File: src/source/jtag_cfg.svh
// JTAG TAP configuration
`ifndef JTAG_CFG_SVH
`define JTAG_CFG_SVH

// instruction register width in bits.
`define JTAG_IR_WIDTH 4

// IDCODE fields, packed as version, part, manufacturer, then a 1.
`define JTAG_IDCODE_VERSION 4'h1
`define JTAG_IDCODE_PART 16'hbabe
`define JTAG_IDCODE_MANUFACTURER 11'h001

// flops between the pins and the edge detector.
`define JTAG_SYNC_STAGES 2

`endif

File: src/source/jtag_tap_pkg.sv
// JTAG TAP controller types
package jtag_tap_pkg;

	// standard controller states, with the encoding from the 1149.1 annex.
	typedef enum logic [3:0] {
		EXIT2_DR = 4'h0,
		EXIT1_DR = 4'h1,
		SHIFT_DR = 4'h2,
		PAUSE_DR = 4'h3,
		SELECT_IR_SCAN = 4'h4,
		UPDATE_DR = 4'h5,
		CAPTURE_DR = 4'h6,
		SELECT_DR_SCAN = 4'h7,
		EXIT2_IR = 4'h8,
		EXIT1_IR = 4'h9,
		SHIFT_IR = 4'ha,
		PAUSE_IR = 4'hb,
		RUN_TEST_IDLE = 4'hc,
		UPDATE_IR = 4'hd,
		CAPTURE_IR = 4'he,
		TEST_LOGIC_RESET = 4'hf
	} tap_state_t;

endpackage

File: src/source/jtag_instr_pkg.sv
// JTAG instruction definitions
`include "jtag_cfg.svh"

package jtag_instr_pkg;

	// supported opcodes. anything else decodes to BYPASS.
	typedef enum logic [`JTAG_IR_WIDTH-1:0] {
		IDCODE = 'h5,
		USERCODE = 'hc,
		BYPASS = 'hf
	} instr_t;

	// fixed pattern loaded at Capture-IR, LSB shifted out first.
	localparam logic [`JTAG_IR_WIDTH-1:0] IR_CAPTURE = 'b0001;

endpackage

File: src/source/jtag_pin_sync.sv
// JTAG pin synchroniser
`timescale 1ns/1ps
`include "jtag_cfg.svh"

module jtag_pin_sync (
	input logic i_clock,
	input logic i_reset,
	input logic tck,
	input logic tms,
	input logic tdi,
	output logic tck_rise,
	output logic tck_fall,
	output logic tms_s,
	output logic tdi_s
);
	logic [`JTAG_SYNC_STAGES-1:0] tck_sync;
	logic [`JTAG_SYNC_STAGES-1:0] tms_sync;
	logic [`JTAG_SYNC_STAGES-1:0] tdi_sync;
	logic tck_hist; // one more tck flop, the older half of the edge history.

	// all three pins go through the same depth.
	always_ff @(posedge i_clock) begin
		tck_sync <= {tck_sync[`JTAG_SYNC_STAGES-2:0], tck};
		tms_sync <= {tms_sync[`JTAG_SYNC_STAGES-2:0], tms};
		tdi_sync <= {tdi_sync[`JTAG_SYNC_STAGES-2:0], tdi};
		tms_s <= tms_sync[`JTAG_SYNC_STAGES-1]; // lines up with the strobes.
		tdi_s <= tdi_sync[`JTAG_SYNC_STAGES-1];
	end

	// during reset the history just tracks the pin, so no stale edge fires after it.
	always_ff @(posedge i_clock) begin
		tck_hist <= tck_sync[`JTAG_SYNC_STAGES-1];
		if (i_reset) begin
			tck_rise <= 1'b0;
			tck_fall <= 1'b0;
		end else begin
			tck_rise <= tck_sync[`JTAG_SYNC_STAGES-1] & ~tck_hist; // 01 history.
			tck_fall <= ~tck_sync[`JTAG_SYNC_STAGES-1] & tck_hist; // 10 history.
		end
	end

endmodule

File: src/source/jtag_tap_fsm.sv
// JTAG TAP controller
`timescale 1ns/1ps

module jtag_tap_fsm (
	input logic i_clock,
	input logic i_reset,
	input logic tck_rise,
	input logic tms_s,
	output logic tlr,
	output logic capture_ir,
	output logic shift_ir,
	output logic update_ir,
	output logic capture_dr,
	output logic shift_dr,
	output logic update_dr,
	output logic ir_path
);
	import jtag_tap_pkg::*;

	tap_state_t state;
	tap_state_t state_next;

	// standard TMS transition table.
	always_comb begin
		case (state)
			TEST_LOGIC_RESET: state_next = tms_s ? TEST_LOGIC_RESET : RUN_TEST_IDLE;
			RUN_TEST_IDLE: state_next = tms_s ? SELECT_DR_SCAN : RUN_TEST_IDLE;
			SELECT_DR_SCAN: state_next = tms_s ? SELECT_IR_SCAN : CAPTURE_DR;
			CAPTURE_DR: state_next = tms_s ? EXIT1_DR : SHIFT_DR;
			SHIFT_DR: state_next = tms_s ? EXIT1_DR : SHIFT_DR;
			EXIT1_DR: state_next = tms_s ? UPDATE_DR : PAUSE_DR;
			PAUSE_DR: state_next = tms_s ? EXIT2_DR : PAUSE_DR;
			EXIT2_DR: state_next = tms_s ? UPDATE_DR : SHIFT_DR;
			UPDATE_DR: state_next = tms_s ? SELECT_DR_SCAN : RUN_TEST_IDLE;
			SELECT_IR_SCAN: state_next = tms_s ? TEST_LOGIC_RESET : CAPTURE_IR;
			CAPTURE_IR: state_next = tms_s ? EXIT1_IR : SHIFT_IR;
			SHIFT_IR: state_next = tms_s ? EXIT1_IR : SHIFT_IR;
			EXIT1_IR: state_next = tms_s ? UPDATE_IR : PAUSE_IR;
			PAUSE_IR: state_next = tms_s ? EXIT2_IR : PAUSE_IR;
			EXIT2_IR: state_next = tms_s ? UPDATE_IR : SHIFT_IR;
			UPDATE_IR: state_next = tms_s ? SELECT_DR_SCAN : RUN_TEST_IDLE;
			default: state_next = TEST_LOGIC_RESET;
		endcase
	end

	always_ff @(posedge i_clock) begin
		if (i_reset) begin
			state <= TEST_LOGIC_RESET;
		end else if (tck_rise) begin
			state <= state_next;
		end
	end

	// actions fire on the rising edge that leaves the state.
	assign tlr = tck_rise && (state == TEST_LOGIC_RESET);
	assign capture_ir = tck_rise && (state == CAPTURE_IR);
	assign shift_ir = tck_rise && (state == SHIFT_IR); // the exit edge shifts too.
	assign update_ir = tck_rise && (state == UPDATE_IR);
	assign capture_dr = tck_rise && (state == CAPTURE_DR);
	assign shift_dr = tck_rise && (state == SHIFT_DR);
	assign update_dr = tck_rise && (state == UPDATE_DR);

	// level for the falling-edge tdo mux.
	assign ir_path = (state == SHIFT_IR);

endmodule

File: src/source/jtag_instr_reg.sv
// JTAG instruction register
`timescale 1ns/1ps
`include "jtag_cfg.svh"

module jtag_instr_reg (
	input logic i_clock,
	input logic i_reset,
	input logic tlr,
	input logic capture_ir,
	input logic shift_ir,
	input logic update_ir,
	input logic tdi_s,
	output jtag_instr_pkg::instr_t instr,
	output logic ir_tdo
);
	import jtag_instr_pkg::*;

	logic [`JTAG_IR_WIDTH-1:0] ir_stage;

	// shift stage, LSB out and tdi into the MSB.
	always_ff @(posedge i_clock) begin
		if (capture_ir) begin
			ir_stage <= IR_CAPTURE;
		end else if (shift_ir) begin
			ir_stage <= {tdi_s, ir_stage[`JTAG_IR_WIDTH-1:1]};
		end
	end

	assign ir_tdo = ir_stage[0];

	// active instruction, unknown codes fall back to bypass.
	always_ff @(posedge i_clock) begin
		if (i_reset || tlr) begin
			instr <= IDCODE;
		end else if (update_ir) begin
			case (ir_stage)
				IDCODE: instr <= IDCODE;
				USERCODE: instr <= USERCODE;
				default: instr <= BYPASS;
			endcase
		end
	end

endmodule

File: src/source/jtag_data_regs.sv
// JTAG data registers and TDO
`timescale 1ns/1ps
`include "jtag_cfg.svh"

module jtag_data_regs (
	input logic i_clock,
	input logic i_reset,
	input logic tck_fall,
	input logic capture_dr,
	input logic shift_dr,
	input logic update_dr,
	input logic ir_path,
	input jtag_instr_pkg::instr_t instr,
	input logic ir_tdo,
	input logic tdi_s,
	input logic [31:0] i_usercode,
	output logic tdo
);
	import jtag_instr_pkg::*;

	localparam logic [31:0] IDCODE_WORD = {
		`JTAG_IDCODE_VERSION,
		`JTAG_IDCODE_PART,
		`JTAG_IDCODE_MANUFACTURER,
		1'b1
	};

	logic [31:0] scan_reg; // shared by IDCODE and USERCODE.
	logic bypass_reg;
	logic in_shift_dr;
	logic sel_bypass;

	assign sel_bypass = (instr == BYPASS);

	// capture and shift of the selected path.
	always_ff @(posedge i_clock) begin
		if (capture_dr) begin
			if (sel_bypass) begin
				bypass_reg <= 1'b0;
			end else if (instr == USERCODE) begin
				scan_reg <= i_usercode; // sampled here only.
			end else begin
				scan_reg <= IDCODE_WORD;
			end
		end else if (shift_dr) begin
			if (sel_bypass) begin
				bypass_reg <= tdi_s;
			end else begin
				scan_reg <= {tdi_s, scan_reg[31:1]};
			end
		end
	end

	// spans Capture-DR through Update-DR.
	always_ff @(posedge i_clock) begin
		if (i_reset) begin
			in_shift_dr <= 1'b0;
		end else if (capture_dr) begin
			in_shift_dr <= 1'b1;
		end else if (update_dr) begin
			in_shift_dr <= 1'b0;
		end
	end

	// tdo changes only on falling tck.
	always_ff @(posedge i_clock) begin
		if (i_reset) begin
			tdo <= 1'b0;
		end else if (tck_fall) begin
			if (ir_path) begin
				tdo <= ir_tdo;
			end else if (in_shift_dr) begin
				tdo <= sel_bypass ? bypass_reg : scan_reg[0];
			end else begin
				tdo <= 1'b0;
			end
		end
	end

endmodule

File: src/source/jtag_tap.sv
// JTAG test access port
`timescale 1ns/1ps

module jtag_tap (
	input logic i_clock,
	input logic i_reset,
	input logic [31:0] i_usercode,
	input logic tck,
	input logic tms,
	input logic tdi,
	output logic tdo
);
	import jtag_instr_pkg::*;

	logic tck_rise;
	logic tck_fall;
	logic tms_s;
	logic tdi_s;
	logic tlr;
	logic capture_ir;
	logic shift_ir;
	logic update_ir;
	logic capture_dr;
	logic shift_dr;
	logic update_dr;
	logic ir_path;
	instr_t instr;
	logic ir_tdo;

	jtag_pin_sync u_pin_sync (
		.i_clock(i_clock),
		.i_reset(i_reset),
		.tck(tck),
		.tms(tms),
		.tdi(tdi),
		.tck_rise(tck_rise),
		.tck_fall(tck_fall),
		.tms_s(tms_s),
		.tdi_s(tdi_s)
	);

	jtag_tap_fsm u_tap_fsm (
		.i_clock(i_clock),
		.i_reset(i_reset),
		.tck_rise(tck_rise),
		.tms_s(tms_s),
		.tlr(tlr),
		.capture_ir(capture_ir),
		.shift_ir(shift_ir),
		.update_ir(update_ir),
		.capture_dr(capture_dr),
		.shift_dr(shift_dr),
		.update_dr(update_dr),
		.ir_path(ir_path)
	);

	jtag_instr_reg u_instr_reg (
		.i_clock(i_clock),
		.i_reset(i_reset),
		.tlr(tlr),
		.capture_ir(capture_ir),
		.shift_ir(shift_ir),
		.update_ir(update_ir),
		.tdi_s(tdi_s),
		.instr(instr),
		.ir_tdo(ir_tdo)
	);

	jtag_data_regs u_data_regs (
		.i_clock(i_clock),
		.i_reset(i_reset),
		.tck_fall(tck_fall),
		.capture_dr(capture_dr),
		.shift_dr(shift_dr),
		.update_dr(update_dr),
		.ir_path(ir_path),
		.instr(instr),
		.ir_tdo(ir_tdo),
		.tdi_s(tdi_s),
		.i_usercode(i_usercode),
		.tdo(tdo)
	);

endmodule

File: config.mk
export PLATFORM = sky130hd
export DESIGN_NAME = jtag_tap
export DESIGN_NICKNAME = d
export VERILOG_FILES = /design/src/source/jtag_tap_pkg.sv /design/src/source/jtag_instr_pkg.sv /design/src/source/jtag_pin_sync.sv /design/src/source/jtag_tap_fsm.sv /design/src/source/jtag_instr_reg.sv /design/src/source/jtag_data_regs.sv /design/src/source/jtag_tap.sv
export VERILOG_INCLUDE_DIRS = /design/src /design/src/source
export SDC_FILE = /design/constraint.sdc
export NUM_CORES = 1
export LEC_CHECK = 0
export BUFFER_PORTS_ARGS = -buffer_cell sky130_fd_sc_hd__buf_2
export CAP_MARGIN = 15
export CORE_ASPECT_RATIO = 0.75
export CORE_UTILIZATION = 55
export CTS_CLUSTER_SIZE = 12
export DETAILED_ROUTE_END_ITERATION = 6
export GPL_TIMING_DRIVEN = 0
export HOLD_SLACK_MARGIN = 0.12
export PLACE_DENSITY = 0.78
export SYNTH_ARGS = -nofsm -noshare
export SYNTH_HDL_FRONTEND = slang
export SYNTH_SLANG_ARGS = --single-unit
File: constraint.sdc
create_clock -name i_clock -period 3.7 [get_ports i_clock]
set_clock_uncertainty 0.2 [all_clocks]
set_input_delay 0.925 -clock i_clock [delete_from_list [all_inputs] [get_ports i_clock]]
set_output_delay 0.925 -clock i_clock [all_outputs]
set_load 0.03 [all_outputs]
# --- Word level (Yosys, flattened, before mapping) ---
# Index checks and enable logic that the tools add are counted.
classes:
  eq_ne: 19
  muxes: 28
  bitwise: 5
  n_reduce_logical: 16
ops:
  columns: ["op", "n"]
  rows:
  - ["two-way mux 32 bit", 5]
  - ["case mux 4 bit (12 select lines)", 1]
  - ["== test 4 bit (second input constant)", 11]
  - ["== test 4 x 3 -> 1 bit (second input constant)", 5]
  - ["two-way mux 2 bit", 6]
  - ["two-way mux 3 bit", 4]
  - ["two-way mux 1 bit", 10]
  - ["== test 4 x 2 -> 1 bit (second input constant)", 2]
  - ["case mux 4 bit (2 select lines)", 1]
  - ["logical AND 1 bit", 7]
  - ["== test 4 x 1 -> 1 bit (second input constant)", 1]
  - ["zero test 4 bit", 1]
  - ["two-way mux 4 bit", 1]
  - ["AND reduction 2 bit", 2]
  - ["nonzero test 2 bit", 2]
  - ["OR reduction 2 bit", 2]
  - ["inverter 1 bit", 3]
  - ["OR reduction 3 bit", 1]
  - ["bitwise AND 1 bit", 2]
  - ["logical OR 1 bit", 1]
totals:
  register_bits: 58
  output_inout_bits: 1
  elab_cells: 83

# --- Longest topological paths before layout ---
# Gate-level depths: netlist (run 1).
depth:
  word_depth: 4
  mapped_depth: 5

# --- Cells and area by module ---
# Synthesis (run 1) repeated with hierarchy kept, for this count alone.
unflattened:
  cells_unflattened: 175
  area_unflattened_um2: 2348.5
modules_own_cells:
  columns: ["module", "instances", "cells_per_inst", "area_each_um2", "seq_area_each_um2"]
  rows:
  - ["jtag_data_regs", 1, 90, 1468.9, 1031.0]
  - ["jtag_tap_fsm", 1, 45, 346.6, 80.1]
  - ["jtag_instr_reg", 1, 27, 297.8, 140.1]
  - ["jtag_pin_sync", 1, 13, 235.2, 220.2]

# --- Least setup slack after synthesis (run 1) ---
# OpenSTA, ideal clock, no wires.
synth_timing:
  kind: "register to register"
  from: "register u_tap_fsm.state[3]"
  to: "register u_data_regs.scan_reg[0], enable pin"
  arrival_time_ps: 1772
  setup_slack_ps: 1336
  path_stages_with_launch: 6
  n_path_buf: 3
  cell_sequence: "dfxtp_1 and4bb_1 buf_6 buf_6 buf_6 and2_1"
synth_between:
  elab_chain_len: 4
  word_cells_on_any_way: 6
synth_rtl:
  columns: ["item", "line", "rtl"]
  rows:
  - ["start, declared", "jtag_tap_fsm.sv:20", "tap_state_t state;"]
  - ["start signal, assigned", "jtag_tap_fsm.sv:50", "state <= state_next;"]
  - ["== test 4 x 3 -> 1 bit or == test 4 x 2 -> 1 bit (tied branches)", "jtag_tap_fsm.sv:59, jtag_tap_fsm.sv:60", null]
  - ["logical AND 1 bit, on equally long branches", "jtag_tap_fsm.sv:59, jtag_tap_fsm.sv:60", null]
  - ["nonzero test 2 bit (no line) (*)", null, null]
  - ["AND reduction 2 bit (no line) (*)", null, null]
  - ["end signal, assigned", "jtag_data_regs.sv:41", "scan_reg <= i_usercode;"]
  - ["end signal, assigned", "jtag_data_regs.sv:49", "scan_reg <= {tdi_s, scan_reg[31:1]};"]
  - ["end, declared", "jtag_data_regs.sv:28", "logic [31:0] scan_reg;"]
# Every way passes the cells marked *; elsewhere a longest branch is shown, timed or not.
# A chain may end at the register's enable or synchronous reset.

# --- Worst setup path in the final report (run 1) ---
layout_timing:
  from: "register u_tap_fsm.state[3]"
  to: "register u_data_regs.scan_reg[11], enable pin"
# Same word-level chain as after synthesis.

==> flow_summary_export.csv, run 1 <==
group,metric,value,unit
outcome,status,"finished clean",
layout,drive_gt1_share,31.0,%
sta,tns,0,ns
logic_synthesis,synth.largest_area_cell,"edfxtp_1",
worst_setup_path,crit_arrival,2.29,ns
route,drt_pre_antenna_iters,4,
logic_synthesis,ys_async_sr_fraction,0,%
worst_setup_path,worstRegToRegCells,6,
sta,finalSetupViolations,0,
logic_synthesis,synth_top_area_share,37.2,%
place,finalWeightedCongestion,0.751,
worst_setup_path,start_kind,"flop",
pwr,max-vdd-ir-drop,0.240,mV
clock_network,postCtsSetupRepairBufs,0,
logic_synthesis,avgSynthCellArea,11.9,um^2
place,io_buffer_count,36,
sta,worst_pin_slew,0.798,ns
hold_path,holdCritStartpoint,"u_pin_sync.tms_sync[1]",
worst_setup_path,crit_path_end_kind,"flop",
worst_setup_path,reg2reg_to,"u_data_regs.scan_reg[11]",
logic_synthesis,ys_warn_count,0,
worst_setup_path,r2r_slack,1.24,ns
logic_synthesis,yosysSeqAreaShare,55.3,%
worst_setup_path,r2r_start,"u_tap_fsm.state[3]",
hold_path,hold_path.class,"flop to flop",
sta,slew_viol_final,0,
grt,antenna_found_initial,0,
pwr,p_leak,1.30,nW
layout,fillers,355,
pwr,finalPower,1.31,mW
route,viasPerCell,5.82,
logic_synthesis,synth_area,2660,um^2
layout,num_antenna_cells,0,
floorplan,die_area,5120,um^2
clock_network,clockBufferDepth,2,
clock_network,cts_tree,"done",
sta,final_hold_viol_count,0,
grt,groute.usage.overall,24.6,%
worst_setup_path,critPathKind,"flop to flop",
sta,fmax,406,MHz
layout,synthToLayoutAreaGrowth,17.8,%
logic_synthesis,syn_inst,224,
clock_network,cts_sinks,57,
floorplan,die_y,62.2,um
place,dp_hpwl,3820,um
sta,post-route-period-util,66.5,%
layout,nNetsFinal,309,
floorplan,io_pins,38,
floorplan,start_util,58.5,%
logic_synthesis,synth_edf_count,33,
layout,layout_common_cells,"49 x buf_2, 33 x edfxtp_1, 24 x dfxtp_1, 19 x a21oi_1, 18 x inv_1",
grt,grt_pass1_wl,9090,um
grt,grt_pass1_vias,1784,
floorplan,num_rows,21,
layout,layout_commonest_cell,"buf_2",
worst_setup_path,startpoint,"u_tap_fsm.state[3]",
logic_synthesis,ys.flop_type,"edfxtp_1",
worst_setup_path,path_max_fanout,18,
grt,grt_max_degree,19,
clock_network,clk_pin_slew,0.07,ns
flow_run,max-cap-violations,0,
logic_synthesis,yosysUniqueCellTypes,47,
clock_network,cts-buffers-inserted,9,
route,drt-initial-drc-count,100,
sta,slew_headroom,46.8,%
route,wl_per_cell,16.5,um
grt,overflow,0,
layout,largest_reg_flops,32,
clock_network,cts_hold_buf,0,
clock_network,worstSkewPairLatency,0.33,ns
sta,rsz0062_at_grt,"false",
route,ant_nets,0,
floorplan,die-width,82.3,um
worst_setup_path,endpoint,"u_data_regs.scan_reg[11]",
clock_network,ctsRootBufferMaster,"clkbuf_8",
logic_synthesis,yosys-top-cells-area,"edfxtp_1 37%, dfxtp_1 18%, a21bo_1 6.4%",
logic_synthesis,syn-num-nets,261,
floorplan,core,4550,um^2
logic_synthesis,ys_ff_latch,57,
route,drc,0,
pwr,pwr_density_cell,417,nW/um^2
route,vias,1945,
clock_network,htreeDepth,3,
sta,period_minus_slack,2.46,ns
clock_network,cts_resized,0,
route,wl,5520,um
worst_setup_path,cp_data_required_time,3.53,ns
==> worst max-delay path: stages (launching register included) <==
cell and delay (ns):
dfxtp_1 0.32, and4bb_1 0.28, buf_6 0.13, buf_6 0.14
buf_6 0.17, and2_1 0.67, buf_16 0.23
==> cell usage after synthesis, drive strengths merged, types with 8 or more instances <==
library cell / count
edfxtp: 33
dfxtp: 24
a21oi: 20
buf: 20
inv: 18
nand4: 18
a21bo: 17
a41oi: 14
nand2: 11
o21ai: 8
==> how the worst min path moves through the flow <==
stage,to,slack (ns),depth (start not counted)
after global routing,u_pin_sync.tms_s,0.13,0
after floorplan,u_pin_sync.tck_sync[1],0.11,0
after detailed placement,u_pin_sync.tms_sync[1],0.11,0
after global placement,u_pin_sync.tdi_sync[1],0.11,0
after CTS,u_pin_sync.tms_s,0.12,0
final,u_pin_sync.tms_s,0.12,0
==> logic make-up (layout without fill, tap and decap cells) <==
| group | count (synthesis) | in the layout | share of synthesized area (%) |
|---|---|---|---|
| and+or+nand+nor | 49 | 49 | 11.8 |
| buffers and inverters | 40 | 93 | 7.80 |
| xor gates and xnor gates | 1 | 1 | 0.329 |
| muxes | 2 | 2 | 0.752 |
| AOI/OAI and AO/OA | 75 | 75 | 24.1 |
| DFF | 57 | 57 | 55.3 |
==> where the power goes <==
part / internal (mW) / switching, mW / total, mW / leakage, nW
sequential: 0.674 / 0.00629 / 0.681 / 0.494
clock: 0.319 / 0.231 / 0.550 / 0.102
combinational: 0.0311 / 0.0441 / 0.0752 / 0.702
==> final cells by class <==
class | count | area (um^2) | share of cell area [%]
Buffer | 22 | 140 | 4.47
Clock buffer | 14 | 184 | 5.87
Clock inverter | 2 | 10.0 | 0.319
Inverter | 18 | 67.6 | 2.16
Multi-Input combinational cell | 127 | 982 | 31.3
Sequential cell | 57 | 1470 | 46.9
Tap cell | 57 | 71.3 | 2.28
Timing Repair Buffer | 37 | 208 | 6.63
==> metrics by stage <==
stage	hold WS, ns	utilization (%)	instance area [um^2]	setup slack, ns	instances
final	0.119	69.0	3130	1.24	334
after global routing	0.130	69.0	3130	1.08	334
after CTS	0.121	69.0	3130	1.23	334
after detailed placement	0.112	64.7	2940	1.27	318
after global placement	0.110	64.1	2910	0.935	317
after floorplan	0.110	-	2660	1.34	224
==> per-layer routing <==
layer / routed length (um) / vias to the layer above / track usage (%) / part of all wire, %
li1: - / 945 / - / -
met1: 2610 / 919 / 36.1 / 47
met2: 2440 / 73 / 32.6 / 44
met3: 398 / 8 / 9.71 / 7.2
met4: 70 / 0 / 8.77 / 1.3
met5: 0 / - / 0 / 0
Note: power is estimated with default switching activity, not from simulation.
==> inputs of run 2 (changes only) <==
--- a/config.mk
+++ b/config.mk
@@ -9,12 +9,12 @@
 export BUFFER_PORTS_ARGS = -buffer_cell sky130_fd_sc_hd__buf_2
 export CAP_MARGIN = 15
 export CORE_ASPECT_RATIO = 0.75
-export CORE_UTILIZATION = 55
+export CORE_UTILIZATION = 51
 export CTS_CLUSTER_SIZE = 12
 export DETAILED_ROUTE_END_ITERATION = 6
 export GPL_TIMING_DRIVEN = 0
 export HOLD_SLACK_MARGIN = 0.12
-export PLACE_DENSITY = 0.78
+export PLACE_DENSITY = 0.76
 export SYNTH_ARGS = -nofsm -noshare
 export SYNTH_HDL_FRONTEND = slang
 export SYNTH_SLANG_ARGS = --single-unit
==> constraint.sdc (replaced) <==
create_clock -name i_clock -period 2.2 [get_ports i_clock]
set_clock_uncertainty 0.2 [all_clocks]
set_input_delay 0.55 -clock i_clock [delete_from_list [all_inputs] [get_ports i_clock]]
set_output_delay 0.55 -clock i_clock [all_outputs]
set_load 0.03 [all_outputs]
==> flow_summary_export.csv, run 2 (synthesis results as in run 1) <==
group,metric,value,unit
place,io_buffer_count,36,
floorplan,start_util,53.7,%
floorplan,core,4950,um^2
route,wl_per_cell,15.8,um
clock_network,htreeDepth,3,
clock_network,cts-buffers-inserted,9,
layout,fillers,402,
grt,antenna_found_initial,0,
route,viasPerCell,5.73,
clock_network,cts_sinks,57,
worst_setup_path,critPathKind,"flop to flop",
worst_setup_path,path_max_fanout,32,
sta,slew_viol_final,0,
pwr,max-vdd-ir-drop,0.324,mV
worst_setup_path,max_stage_delay,0.43,ns
worst_setup_path,start_kind,"flop",
sta,period_minus_slack,2.06,ns
worst_setup_path,r2r_start,"u_tap_fsm.state[3]",
layout,fin_area,3100,um^2
worst_setup_path,r2r_slack,0.14,ns
floorplan,die_y,64.6,um
floorplan,die_area,5510,um^2
worst_setup_path,startpoint,"u_tap_fsm.state[3]",
pwr,p_leak,1.28,nW
layout,layout_commonest_cell,"buf_2",
route,vias,1942,
worst_setup_path,crit_path_end_kind,"flop",
worst_setup_path,cp_data_required_time,2.00,ns
layout,final_util,62.6,%
sta,fmax,485,MHz
worst_setup_path,reg2reg_to,"u_data_regs.scan_reg[28]",
sta,post-route-period-util,93.8,%
place,placed_area,2920,um^2
route,ant_nets,0,
grt,grt_max_degree,33,
layout,drive_gt1_share,30.1,%
worst_setup_path,crit_arrival,1.86,ns
sta,finalSetupViolations,0,
worst_setup_path,endpoint,"u_data_regs.scan_reg[28]",
worst_setup_path,critical_path.cell_chain,"and4bb_1 -> buf_6 -> buf_6 -> buf_6 -> and2_4",
flow_run,max-cap-violations,0,
layout,num_antenna_cells,0,
grt,grt_pass1_vias,1660,
floorplan,die-width,85.4,um
route,wl,5350,um
sta,slew_headroom,67.0,%
floorplan,num_rows,22,
pwr,pwr_density_cell,666,nW/um^2
place,finalWeightedCongestion,0.767,
layout,largest_reg_flops,32,
clock_network,postCtsSetupRepairBufs,0,
sta,hold_slack,0.126,ns
worst_setup_path,slowest_stage,"and2_4",
layout,nNetsFinal,311,
clock_network,clockBufferDepth,2,
layout,multiInputGateArea,985,um^2
route,drt-initial-drc-count,93,
grt,groute.usage.overall,21.4,%
sta,worst_pin_slew,0.494,ns
sta,rsz0062_at_grt,"false",
clock_network,clk_pin_slew,0.06,ns
hold_path,hold_path.class,"flop to flop",
layout,layout_common_cells,"49 x buf_2, 33 x edfxtp_1, 24 x dfxtp_1, 19 x a21oi_1, 18 x inv_1",
clock_network,cts_tree,"done",
worst_setup_path,cpMostUsedCell,"buf_6",
layout,synthToLayoutAreaGrowth,16.6,%
grt,grt_pass1_wl,8550,um
clock_network,worstSkewPairLatency,0.35,ns
place,dp_hpwl,3640,um
route,drt_pre_antenna_iters,4,
route,drc,0,
pwr,finalPower,2.07,mW
floorplan,io_pins,38,
worst_setup_path,worstRegToRegCells,5,
clock_network,ctsRootBufferMaster,"clkbuf_8",
grt,overflow,0,
sta,final_hold_viol_count,0,
layout,seqCellArea,1470,um^2
outcome,status,"finished clean",
run 2: cell count changes in the layout (fill, tap and decap cells not counted):
cell           delta
clkbuf_8          -2
clkinv_2          +1
dlygate4sd3_1     +3
and2_4            +1
clkbuf_16         -1
clkinv_1          +2
and2_1            -1
buf_16            -1
run 2: cell type report:
class	count	area share, %
Sequential cell	57	47.4
Multi-Input combinational cell	127	31.7
Buffer	22	4.52
Clock buffer	11	4.23
Timing Repair Buffer	39	6.77
Tap cell	60	2.42
Clock inverter	5	0.726
Inverter	18	2.18
run 2: metal layers:
layer | global-route usage, % | up-vias | share of wire [%]
met4 | 8.13 | 0 | 1.4
met3 | 8.79 | 10 | 6.8
met1 | 30.5 | 923 | 50
li1 | - | 951 | -
met5 | 0 | - | 0
met2 | 28.8 | 58 | 42
run 2: where the power goes:
group	internal (mW)	total, mW	leakage (nW)	switching, mW
logic	0.0557	0.128	0.705	0.0726
registers	1.13	1.14	0.494	0.0102
clock network	0.394	0.793	0.0819	0.398
total	1.58	2.07	1.28	0.481
run 2: repair_timing:
action / 4_1_cts / 5_1_grt
hold buffers: 3 / 0
resized for setup: 1 / 0
endpoints found under the hold margin: 3 / 0
setup endpoints to repair: 32 / 0
run 2: per-stage QoR:
step / setup WS [ns] / setup TNS (ns) / cells
floorplan: 0.168 / 0 / 224
global placement: -0.0786 / -2.46 / 320
detailed placement: -0.0771 / -2.43 / 320
CTS: 0.125 / 0 / 339
global route: 0.0335 / 0 / 339
finish: 0.136 / 0 / 339
run 2: how the worst min path moves through the flow:
stage                            from                      to  slack [ns]  depth (start not counted)
2_1_floorplan  u_pin_sync.tck_sync[0]  u_pin_sync.tck_sync[1]        0.11                          0
3_3_place_gp   u_pin_sync.tdi_sync[0]  u_pin_sync.tdi_sync[1]        0.11                          0
3_5_place_dp   u_pin_sync.tdi_sync[0]  u_pin_sync.tdi_sync[1]        0.11                          0
4_1_cts        u_pin_sync.tdi_sync[0]  u_pin_sync.tdi_sync[1]        0.13                          0
5_1_grt        u_pin_sync.tdi_sync[1]        u_pin_sync.tdi_s        0.13                          0
6_report       u_pin_sync.tdi_sync[1]        u_pin_sync.tdi_s        0.13                          0
run 2: worst max-delay path, delay by kind of cell (launching register included):
kind                   cells  cell delay, ns
buffers and inverters      3            0.44
flip-flops                 1            0.32
AND/OR/NAND/NOR            2            0.73
